[src/hdl/axil_pkg.sv]
//~~~~~~~~~~~~~~~~~~~~~~~~~~~~~~~~~~~~~~~~~~~~~~~~~~~~~~~~~~~
// AXI4-Lite bus definitions
// widths, channel field types and the request/response
// structs that carry one master/slave link
//~~~~~~~~~~~~~~~~~~~~~~~~~~~~~~~~~~~~~~~~~~~~~~~~~~~~~~~~~~~
`default_nettype none

package axil_pkg;

    localparam int AXIL_ADDR_W = 32;
    localparam int AXIL_DATA_W = 32;

    typedef logic [AXIL_ADDR_W-1:0]   axil_addr_t;
    typedef logic [AXIL_DATA_W-1:0]   axil_data_t;
    typedef logic [AXIL_DATA_W/8-1:0] axil_strb_t;
    typedef logic [1:0]               axil_resp_t;

    localparam axil_resp_t AXIL_OKAY = 2'b00;

    // master to slave
    typedef struct packed {
        axil_addr_t awaddr;
        logic       awvalid;
        axil_data_t wdata;
        axil_strb_t wstrb;
        logic       wvalid;
        logic       bready;
        axil_addr_t araddr;
        logic       arvalid;
        logic       rready;
    } axil_req_t;

    // slave to master
    typedef struct packed {
        logic       awready;
        logic       wready;
        axil_resp_t bresp;
        logic       bvalid;
        logic       arready;
        axil_data_t rdata;
        axil_resp_t rresp;
        logic       rvalid;
    } axil_rsp_t;

endpackage

`default_nettype wire

[src/hdl/ram_pkg.sv]
//~~~~~~~~~~~~~~~~~~~~~~~~~~~~~~~~~~~~~~~~~~~~~~~~~~~~~~~~~~~
// scratch RAM definitions
// byte lane layout of a word and the read/write collision mode
//~~~~~~~~~~~~~~~~~~~~~~~~~~~~~~~~~~~~~~~~~~~~~~~~~~~~~~~~~~~
`default_nettype none

package ram_pkg;

    localparam int RAM_BYTE_W   = 8;
    localparam int RAM_BYTE_NUM = 4;

    typedef logic [RAM_BYTE_NUM*RAM_BYTE_W-1:0] ram_word_t;
    typedef logic [RAM_BYTE_NUM-1:0]            ram_be_t;

    // read port result when reading the word written in the same cycle
    typedef enum logic {
        RAM_NO_CHANGE,   // old contents
        RAM_WRITE_FIRST  // freshly written lanes
    } ram_mode_e;

endpackage

`default_nettype wire

[src/hdl/ram_sdp.sv]
//~~~~~~~~~~~~~~~~~~~~~~~~~~~~~~~~~~~~~~~~~~~~~~~~~~~~~~~~~~~
// simple-dual-port RAM
// byte-writable write port, registered read port
//~~~~~~~~~~~~~~~~~~~~~~~~~~~~~~~~~~~~~~~~~~~~~~~~~~~~~~~~~~~
`default_nettype none
`timescale 1ns/100ps

module ram_sdp
    import ram_pkg::*;
#(
    parameter int        MEM_DEPTH = 64,
    parameter ram_mode_e MEM_MODE  = RAM_NO_CHANGE
) (
    input  logic                         clk_i,
    input  ram_be_t                      wr_be_i,
    input  logic [$clog2(MEM_DEPTH)-1:0] wr_idx_i,
    input  ram_word_t                    wr_data_i,
    input  logic                         rd_en_i,
    input  logic [$clog2(MEM_DEPTH)-1:0] rd_idx_i,
    output ram_word_t                    rd_data_o
);

    ram_word_t mem [MEM_DEPTH];
    logic      collide;

    assign collide = (rd_idx_i == wr_idx_i);

    // per-lane write
    always_ff @(posedge clk_i) begin
        for (int i = 0; i < RAM_BYTE_NUM; i++) begin
            if (wr_be_i[i]) begin
                mem[wr_idx_i][i*RAM_BYTE_W +: RAM_BYTE_W] <= wr_data_i[i*RAM_BYTE_W +: RAM_BYTE_W];
            end
        end
    end

    // output register only loads on a read
    always_ff @(posedge clk_i) begin
        if (rd_en_i) begin
            for (int i = 0; i < RAM_BYTE_NUM; i++) begin
                if (MEM_MODE == RAM_WRITE_FIRST && collide && wr_be_i[i]) begin
                    rd_data_o[i*RAM_BYTE_W +: RAM_BYTE_W] <=
                        wr_data_i[i*RAM_BYTE_W +: RAM_BYTE_W]; // bypass
                end else begin
                    rd_data_o[i*RAM_BYTE_W +: RAM_BYTE_W] <=
                        mem[rd_idx_i][i*RAM_BYTE_W +: RAM_BYTE_W];
                end
            end
        end
    end

endmodule

`default_nettype wire

[src/hdl/axil_ram.sv]
//~~~~~~~~~~~~~~~~~~~~~~~~~~~~~~~~~~~~~~~~~~~~~~~~~~~~~~~~~~~
// AXI4-Lite RAM slave
// one write and one read in flight with OKAY responses
//~~~~~~~~~~~~~~~~~~~~~~~~~~~~~~~~~~~~~~~~~~~~~~~~~~~~~~~~~~~
`default_nettype none
`timescale 1ns/100ps

module axil_ram
    import axil_pkg::*;
    import ram_pkg::*;
#(
    parameter int        MEM_DEPTH = 64,
    parameter ram_mode_e MEM_MODE  = RAM_NO_CHANGE
) (
    input  logic      clk_i,
    input  logic      rstn_i,
    input  axil_req_t s_req_i,
    output axil_rsp_t s_rsp_o
);

    localparam int IDX_W    = $clog2(MEM_DEPTH);
    localparam int ADDR_LSB = $clog2(RAM_BYTE_NUM);  // word index starts here

    logic             wr_req;
    logic             wr_hs;
    logic             ar_hs;
    logic             wr_rdy_q;
    logic             bvalid_q;
    logic             ar_rdy_q;
    logic             rvalid_q;
    logic [IDX_W-1:0] wr_idx_q;
    logic [IDX_W-1:0] rd_idx_q;
    ram_be_t          wr_be;
    ram_word_t        rd_data;

    assign wr_req = s_req_i.awvalid & s_req_i.wvalid;
    assign wr_hs  = wr_req & wr_rdy_q;
    assign ar_hs  = s_req_i.arvalid & ar_rdy_q;
    assign wr_be  = wr_hs ? s_req_i.wstrb : '0;

    // write side accepts aw and w together
    always_ff @(posedge clk_i) begin
        if (!rstn_i) begin
            wr_rdy_q <= 1'b0;
            bvalid_q <= 1'b0;
        end else begin
            wr_rdy_q <= wr_req & ~wr_rdy_q & ~bvalid_q;
            if (wr_hs) begin
                bvalid_q <= 1'b1;
            end else if (s_req_i.bready) begin
                bvalid_q <= 1'b0;
            end
        end
    end

    always_ff @(posedge clk_i) begin
        if (wr_req & ~wr_rdy_q) begin
            wr_idx_q <= s_req_i.awaddr[ADDR_LSB +: IDX_W];
        end
    end

    // read side
    always_ff @(posedge clk_i) begin
        if (!rstn_i) begin
            ar_rdy_q <= 1'b0;
            rvalid_q <= 1'b0;
        end else begin
            ar_rdy_q <= s_req_i.arvalid & ~ar_rdy_q & ~rvalid_q;
            if (ar_hs) begin
                rvalid_q <= 1'b1;
            end else if (s_req_i.rready) begin
                rvalid_q <= 1'b0;
            end
        end
    end

    always_ff @(posedge clk_i) begin
        if (s_req_i.arvalid & ~ar_rdy_q) begin
            rd_idx_q <= s_req_i.araddr[ADDR_LSB +: IDX_W];
        end
    end

    always_comb begin
        s_rsp_o.awready = wr_rdy_q;
        s_rsp_o.wready  = wr_rdy_q;
        s_rsp_o.bresp   = AXIL_OKAY;
        s_rsp_o.bvalid  = bvalid_q;
        s_rsp_o.arready = ar_rdy_q;
        s_rsp_o.rdata   = rd_data;  // held by the RAM output register
        s_rsp_o.rresp   = AXIL_OKAY;
        s_rsp_o.rvalid  = rvalid_q;
    end

    ram_sdp #(
        .MEM_DEPTH(MEM_DEPTH),
        .MEM_MODE (MEM_MODE)
    ) ram_sdp_inst (
        .clk_i    (clk_i),
        .wr_be_i  (wr_be),
        .wr_idx_i (wr_idx_q),
        .wr_data_i(s_req_i.wdata),
        .rd_en_i  (ar_hs),
        .rd_idx_i (rd_idx_q),
        .rd_data_o(rd_data)
    );

    // the one-cycle ready pulse always meets both valids
    a_wr_rdy_pulse: assert property (@(posedge clk_i) disable iff (!rstn_i)
        wr_rdy_q |-> wr_req);

    // b response held under back-pressure
    a_bvalid_hold: assert property (@(posedge clk_i) disable iff (!rstn_i)
        (bvalid_q && !s_req_i.bready) |=> bvalid_q);

endmodule

`default_nettype wire

[src/hdl/axil_arbiter.sv]
//~~~~~~~~~~~~~~~~~~~~~~~~~~~~~~~~~~~~~~~~~~~~~~~~~~~~~~~~~~~
// two-master AXI4-Lite arbiter
// round-robin grants on separate write and read paths
//~~~~~~~~~~~~~~~~~~~~~~~~~~~~~~~~~~~~~~~~~~~~~~~~~~~~~~~~~~~
`default_nettype none
`timescale 1ns/100ps

module axil_arbiter
    import axil_pkg::*;
(
    input  logic      clk_i,
    input  logic      rstn_i,
    input  axil_req_t m0_req_i,
    output axil_rsp_t m0_rsp_o,
    input  axil_req_t m1_req_i,
    output axil_rsp_t m1_rsp_o,
    output axil_req_t s_req_o,
    input  axil_rsp_t s_rsp_i
);

    typedef enum logic [1:0] {
        ARB_IDLE,
        ARB_M0,
        ARB_M1
    } arb_state_e;

    arb_state_e wr_state;
    arb_state_e wr_next;
    arb_state_e rd_state;
    arb_state_e rd_next;
    logic       wr_last_m1;
    logic       rd_last_m1;
    logic       wr_req0;
    logic       wr_req1;
    logic       wr_done;
    logic       rd_done;
    axil_req_t  wr_src;
    axil_req_t  rd_src;

    // grant held until done with a round-robin pick from idle
    function automatic arb_state_e arb_next(arb_state_e cur, logic req0, logic req1,
                                            logic last_m1, logic done);
        arb_state_e nxt;
        nxt = cur;
        if (cur == ARB_IDLE) begin
            if (req0 && req1) begin
                nxt = last_m1 ? ARB_M0 : ARB_M1;
            end else if (req0) begin
                nxt = ARB_M0;
            end else if (req1) begin
                nxt = ARB_M1;
            end
        end else if (done) begin
            nxt = ARB_IDLE;
        end
        return nxt;
    endfunction

    // slave response fields go only to the path owner
    function automatic axil_rsp_t route_rsp(axil_rsp_t rsp, logic wr_own, logic rd_own);
        axil_rsp_t r;
        r = '0;
        if (wr_own) begin
            r.awready = rsp.awready;
            r.wready  = rsp.wready;
            r.bresp   = rsp.bresp;
            r.bvalid  = rsp.bvalid;
        end
        if (rd_own) begin
            r.arready = rsp.arready;
            r.rdata   = rsp.rdata;
            r.rresp   = rsp.rresp;
            r.rvalid  = rsp.rvalid;
        end
        return r;
    endfunction

    assign wr_req0 = m0_req_i.awvalid | m0_req_i.wvalid;
    assign wr_req1 = m1_req_i.awvalid | m1_req_i.wvalid;
    assign wr_done = s_rsp_i.bvalid & s_req_o.bready;
    assign rd_done = s_rsp_i.rvalid & s_req_o.rready;

    assign wr_next = arb_next(wr_state, wr_req0, wr_req1, wr_last_m1, wr_done);
    assign rd_next = arb_next(rd_state, m0_req_i.arvalid, m1_req_i.arvalid,
                              rd_last_m1, rd_done);

    always_ff @(posedge clk_i) begin
        if (!rstn_i) begin
            wr_state   <= ARB_IDLE;
            rd_state   <= ARB_IDLE;
            wr_last_m1 <= 1'b1;  // m0 first
            rd_last_m1 <= 1'b1;
        end else begin
            wr_state <= wr_next;
            rd_state <= rd_next;
            if (wr_state == ARB_IDLE && wr_next != ARB_IDLE) wr_last_m1 <= (wr_next == ARB_M1);
            if (rd_state == ARB_IDLE && rd_next != ARB_IDLE) rd_last_m1 <= (rd_next == ARB_M1);
        end
    end

    assign wr_src = (wr_state == ARB_M1) ? m1_req_i : m0_req_i;
    assign rd_src = (rd_state == ARB_M1) ? m1_req_i : m0_req_i;

    always_comb begin
        s_req_o.awaddr  = wr_src.awaddr;
        s_req_o.awvalid = wr_src.awvalid & (wr_state != ARB_IDLE);
        s_req_o.wdata   = wr_src.wdata;
        s_req_o.wstrb   = wr_src.wstrb;
        s_req_o.wvalid  = wr_src.wvalid & (wr_state != ARB_IDLE);
        s_req_o.bready  = wr_src.bready & (wr_state != ARB_IDLE);
        s_req_o.araddr  = rd_src.araddr;
        s_req_o.arvalid = rd_src.arvalid & (rd_state != ARB_IDLE);
        s_req_o.rready  = rd_src.rready & (rd_state != ARB_IDLE);
    end

    assign m0_rsp_o = route_rsp(s_rsp_i, wr_state == ARB_M0, rd_state == ARB_M0);
    assign m1_rsp_o = route_rsp(s_rsp_i, wr_state == ARB_M1, rd_state == ARB_M1);

    // a granted path only moves on its response handshake
    a_wr_hold: assert property (@(posedge clk_i) disable iff (!rstn_i)
        (wr_state != ARB_IDLE && !wr_done) |=> wr_state == $past(wr_state));
    a_rd_hold: assert property (@(posedge clk_i) disable iff (!rstn_i)
        (rd_state != ARB_IDLE && !rd_done) |=> rd_state == $past(rd_state));

    // no grant to a master that was not asking
    a_wr_req: assert property (@(posedge clk_i) disable iff (!rstn_i)
        wr_state == ARB_IDLE |=> (wr_state != ARB_M0 || $past(wr_req0))
                              && (wr_state != ARB_M1 || $past(wr_req1)));
    a_rd_req: assert property (@(posedge clk_i) disable iff (!rstn_i)
        rd_state == ARB_IDLE |=> (rd_state != ARB_M0 || $past(m0_req_i.arvalid))
                              && (rd_state != ARB_M1 || $past(m1_req_i.arvalid)));

endmodule

`default_nettype wire

[src/hdl/ram_subsys_top.sv]
//~~~~~~~~~~~~~~~~~~~~~~~~~~~~~~~~~~~~~~~~~~~~~~~~~~~~~~~~~~~
// shared scratch RAM subsystem
// two AXI4-Lite masters arbitrated onto one RAM slave
//~~~~~~~~~~~~~~~~~~~~~~~~~~~~~~~~~~~~~~~~~~~~~~~~~~~~~~~~~~~
`default_nettype none
`timescale 1ns/100ps

module ram_subsys_top
    import axil_pkg::*;
    import ram_pkg::*;
#(
    parameter int        MEM_DEPTH = 64,
    parameter ram_mode_e MEM_MODE  = RAM_NO_CHANGE
) (
    input  logic      clk_i,
    input  logic      rstn_i,
    input  axil_req_t m0_req_i,
    output axil_rsp_t m0_rsp_o,
    input  axil_req_t m1_req_i,
    output axil_rsp_t m1_rsp_o
);

    axil_req_t s_req;  // arbiter to slave
    axil_rsp_t s_rsp;

    axil_arbiter axil_arbiter_inst (
        .clk_i   (clk_i),
        .rstn_i  (rstn_i),
        .m0_req_i(m0_req_i),
        .m0_rsp_o(m0_rsp_o),
        .m1_req_i(m1_req_i),
        .m1_rsp_o(m1_rsp_o),
        .s_req_o (s_req),
        .s_rsp_i (s_rsp)
    );

    axil_ram #(
        .MEM_DEPTH(MEM_DEPTH),
        .MEM_MODE (MEM_MODE)
    ) axil_ram_inst (
        .clk_i  (clk_i),
        .rstn_i (rstn_i),
        .s_req_i(s_req),
        .s_rsp_o(s_rsp)
    );

endmodule

`default_nettype wire

[config.mk]
export PLATFORM = sky130hd
export DESIGN_NAME = ram_subsys_top
export DESIGN_NICKNAME = d
export VERILOG_FILES = /design/src/hdl/axil_pkg.sv /design/src/hdl/ram_pkg.sv /design/src/hdl/ram_sdp.sv /design/src/hdl/axil_ram.sv /design/src/hdl/axil_arbiter.sv /design/src/hdl/ram_subsys_top.sv
export SDC_FILE = /design/constraint.sdc
export NUM_CORES = 2
export LEC_CHECK = 0
export ABC_CLOCK_PERIOD_IN_PS = 3500
export BUFFER_PORTS_ARGS = -buffer_cell sky130_fd_sc_hd__buf_2
export CAP_MARGIN = 20
export CORE_MARGIN = 4
export CORE_UTILIZATION = 45
export DETAILED_ROUTE_END_ITERATION = 16
export GPL_TIMING_DRIVEN = 0
export PLACE_DENSITY = 0.68
export SYNTH_ARGS = -nofsm -noshare
export SYNTH_HDL_FRONTEND = slang
export SYNTH_SLANG_ARGS = --single-unit
[constraint.sdc]
create_clock -name clk_i -period 3.5 [get_ports clk_i]
set_clock_uncertainty 0.05 [all_clocks]
set_input_delay 0.35 -clock clk_i [delete_from_list [all_inputs] [get_ports clk_i]]
set_output_delay 0.35 -clock clk_i [all_outputs]
set_load 0.02 [all_outputs]
==> flow_summary.yaml <==
floorplan:
  core.rowCount: 155
  fp.dieArea_um2: 188000
  dieHeight_um: 434
  start_util: 0.455
  die_w_um: 434
  coreArea_um2: 179000
  ioPinCount: 294
placed_design:
  place_congestion: 0.952
  hpwl_um: 164000
  io_buffers: 180
  dpl_cell_area_um2: 86500
global_routing:
  antenna_found_initial: 6
  grt_overflow: 0
  grt_first_pass_wirelength_um: 327000
  grt_pass1_vias: 42700
  grt_start_max_net_pins: 61
  grtUsageTotal: 0.251
clock_tree:
  cts.sinks: 2102
  cts_tree: "done"
  h-tree-depth: 4
  cts_buffers: 203
  clock_tree.root_cell: "clkbuf_16"
  clockBufferDepth: 3
  clkTransAtPathRegs_ns: 0.06
  cts_setup_buffers: 0
  clkLatencyLatePin_ns: 0.85
min_path:
  hold_class: "primary input to register"
route:
  drt_iter0_drc: 6663
  route.detailed.drc: 0
  first_pass_iters: 8
  wl_um: 236000
  viasPerCell: 6.23
  ant_nets: 0
  vias: 43500
  routedWlPerCell_um: 33.8
logic_synthesis:
  synthDistinctLibCells: 48
  seq_area_frac_synth: 0.773
  async_flop_share: 0
  ys_ff_latch: 2102
  netlist_area_um2: 81500
  synth_cells: 3926
  ys.warnings.count: 0
  synth_area_per_cell_um2: 20.8
  synthFlopType: "edfxtp_1"
  synth_edf_count: 2092
worst_setup_path:
  cp_common_cell: "nand2_1"
  max_stage_delay_ns: 0.92
  cp-start-kind: "register"
  path_class: "register to register"
  end_kind: "register"
  critPathBufInv: 1
  path_delay_family: "simple AND/OR/NAND/NOR gates"
  cp.required_ns: 3.93
  cp_max_fo: 8
  cp.arrival_ns: 4.06
  cp_cell_sequence: "clkbuf_1, nand2_1, nor2_1, nand2_1, nor2_2"
  slowest_stage: "nor2_1"
timing:
  maxSlewHeadroom: 0.186
  worstMarginPinSlew_ns: 1.22
  finalMaxSlewViolations: 0
  fin_crit_ns: 3.64
  setup_slack_ns: -0.139
  finalHoldViolations: 0
  finalCritPeriodShare: 1.04
  fmax_mhz: 275
  setup_tns_ns: -6.04
  rsz0062_at_grt: "yes"
  setup_viol: 138
cells_and_area:
  drive_above_1_share: 0.330
  area_growth_pct: 16.4
  nNetsFinal: 4660
  finalInstanceArea_um2: 94900
run_status:
  violations: "setup timing"
  status: "finished, violations left"
flow_run:
  cap_violations: 0
pwr:
  power_density_nw_per_um2: 577
  vdd_drop_max_mv: 0.583
  cellLeakagePower_nw: 29.6
sequential cells by signal (all words and copies together), names as in the netlist:
name                                  cells
axil_arbiter_inst.rd_last_m1              1
axil_arbiter_inst.rd_state                2
axil_arbiter_inst.wr_last_m1              1
axil_arbiter_inst.wr_state                2
axil_ram_inst.ar_rdy_q                    1
axil_ram_inst.bvalid_q                    1
axil_ram_inst.ram_sdp_inst.mem         2048
axil_ram_inst.ram_sdp_inst.rd_data_o     32
axil_ram_inst.rd_idx_q                    6
axil_ram_inst.rvalid_q                    1
axil_ram_inst.wr_idx_q                    6
axil_ram_inst.wr_rdy_q                    1
worst paths after layout:
path / startpoint / endpoint / slack (ns) / cells past startpoint
worst min-delay path: m0_req_i[58] / axil_ram_inst.ram_sdp_inst.mem[56][18] / 0.06 / 3
worst min register to register: axil_ram_inst.ar_rdy_q / axil_ram_inst.ar_rdy_q / 0.46 / 1
worst max-delay path: axil_ram_inst.wr_idx_q[2] / axil_ram_inst.ram_sdp_inst.mem[22][1] / -0.14 / 5
worst max register to register: axil_ram_inst.wr_idx_q[2] / axil_ram_inst.ram_sdp_inst.mem[22][1] / -0.14 / 5
what timing repair did:
action | 4_1_cts | 5_1_grt
hold buffers | 70 | 0
cloned | 0 | 0
endpoints found under the hold margin | 134 | 0
setup endpoints to repair | 2747 | 543
gates resized for setup | 336 | 42
per-stage QoR:
stage,power (mW),cells,util,hold slack [ns],setup WS (ns)
6_report,54.7,6982,0.530,0.0562,-0.139
5_1_grt,56.1,6976,0.529,0.0806,-0.00671
4_1_cts,54.8,6976,0.529,0.0128,0.00936
3_5_place_dp,33.3,6530,0.483,0.444,-0.771
3_3_place_gp,33.0,6468,0.477,0.416,-2.33
2_1_floorplan,31.2,3933,-,0.395,0.806
cells in the final DEF, fill, tap and decap left out, types with 29 or more instances in the layout:
cell           count
a21oi_1           32
and2_1            75
buf_2            298
buf_4             49
clkbuf_1          94
clkbuf_16        207
clkinv_1          52
dlygate4sd3_1     70
edfxtp_1        2092
mux2i_1           47
mux4_2           512
nand2_1          189
nand2_2           29
nor2_1            61
nor2_2           167
nor2_4            71
nor3_1            29
o21ai_0           30
o221ai_1          29
o22ai_1          143
routing by layer:
layer  GRT usage  up-vias  routed length [um]
met4       0.126        0               13900
li1            -    17300                   -
met1       0.342    22700               87600
met2       0.375     3008              107000
met5           0        -                   0
met3      0.0691      567               27400
where the power goes:
group	internal [mW]	total, mW	switching [mW]
registers	28.3	28.4	0.0241
logic	1.48	4.55	3.08
clock network	12.3	21.8	9.46
total	42.2	54.7	12.6
synthesized netlist by cell type (2+ instances only):
cell type,count,area (um2)
nand2b_1,13,81.3
a32oi_1,2,17.5
o221ai_1,29,254
nor4_1,27,169
nor2b_1,11,68.8
buf_4,41,308
a21oi_1,33,165
nor3_1,30,150
o22ai_1,143,895
nor2_1,299,1120
nor4b_1,3,26.3
and2_1,75,469
a31oi_1,4,25.0
or3_1,2,12.5
and3b_1,6,52.6
a211oi_1,4,30.0
nand2_1,224,841
nand3_1,7,35.0
mux2i_1,47,470
dfxtp_1,10,200
a311oi_1,2,17.5
nor3b_1,6,45.0
and3_1,4,25.0
mux4_2,512,11500
inv_2,2,7.51
mux2_2,9,101
clkbuf_1,70,263
o21a_1,2,15.0
buf_6,9,101
edfxtp_1,2092,62800
a21o_1,4,30.0
o22a_1,26,228
buf_2,109,546
a22oi_1,4,30.0
buf_1,16,60.1
o211ai_1,4,30.0
a2111oi_0,5,43.8
o21ai_0,30,150
worst register-to-register path, stage by stage, from the launching register on:
cell and delay [ns]:
edfxtp_1 0.40, clkbuf_1 0.36, nand2_1 0.10, nor2_1 0.92
nand2_1 0.71, nor2_2 0.74
layout make-up:
type                            instances  area [um2]
Tap cell                             2355        2950
Buffer                                243        1330
Antenna cell                            6        15.0
Inverter                                3        11.3
Fill cell                           13700       84300
Sequential cell                      2102       63000
Multi-Input combinational cell       1582       18400
Clock buffer                          254        5360
Timing Repair Buffer                  313        2580
Clock inverter                        124        1210
cell families after synthesis:
family | after synthesis | share of synthesized area
AOI/OAI and AO/OA | 296 | 0.0242
DFF | 2102 | 0.773
buffers and inverters | 249 | 0.0160
other | 1 | 0.0000460
and+or+nand+nor | 710 | 0.0382
muxes | 568 | 0.148
Power figures use the tool's default switching activity.
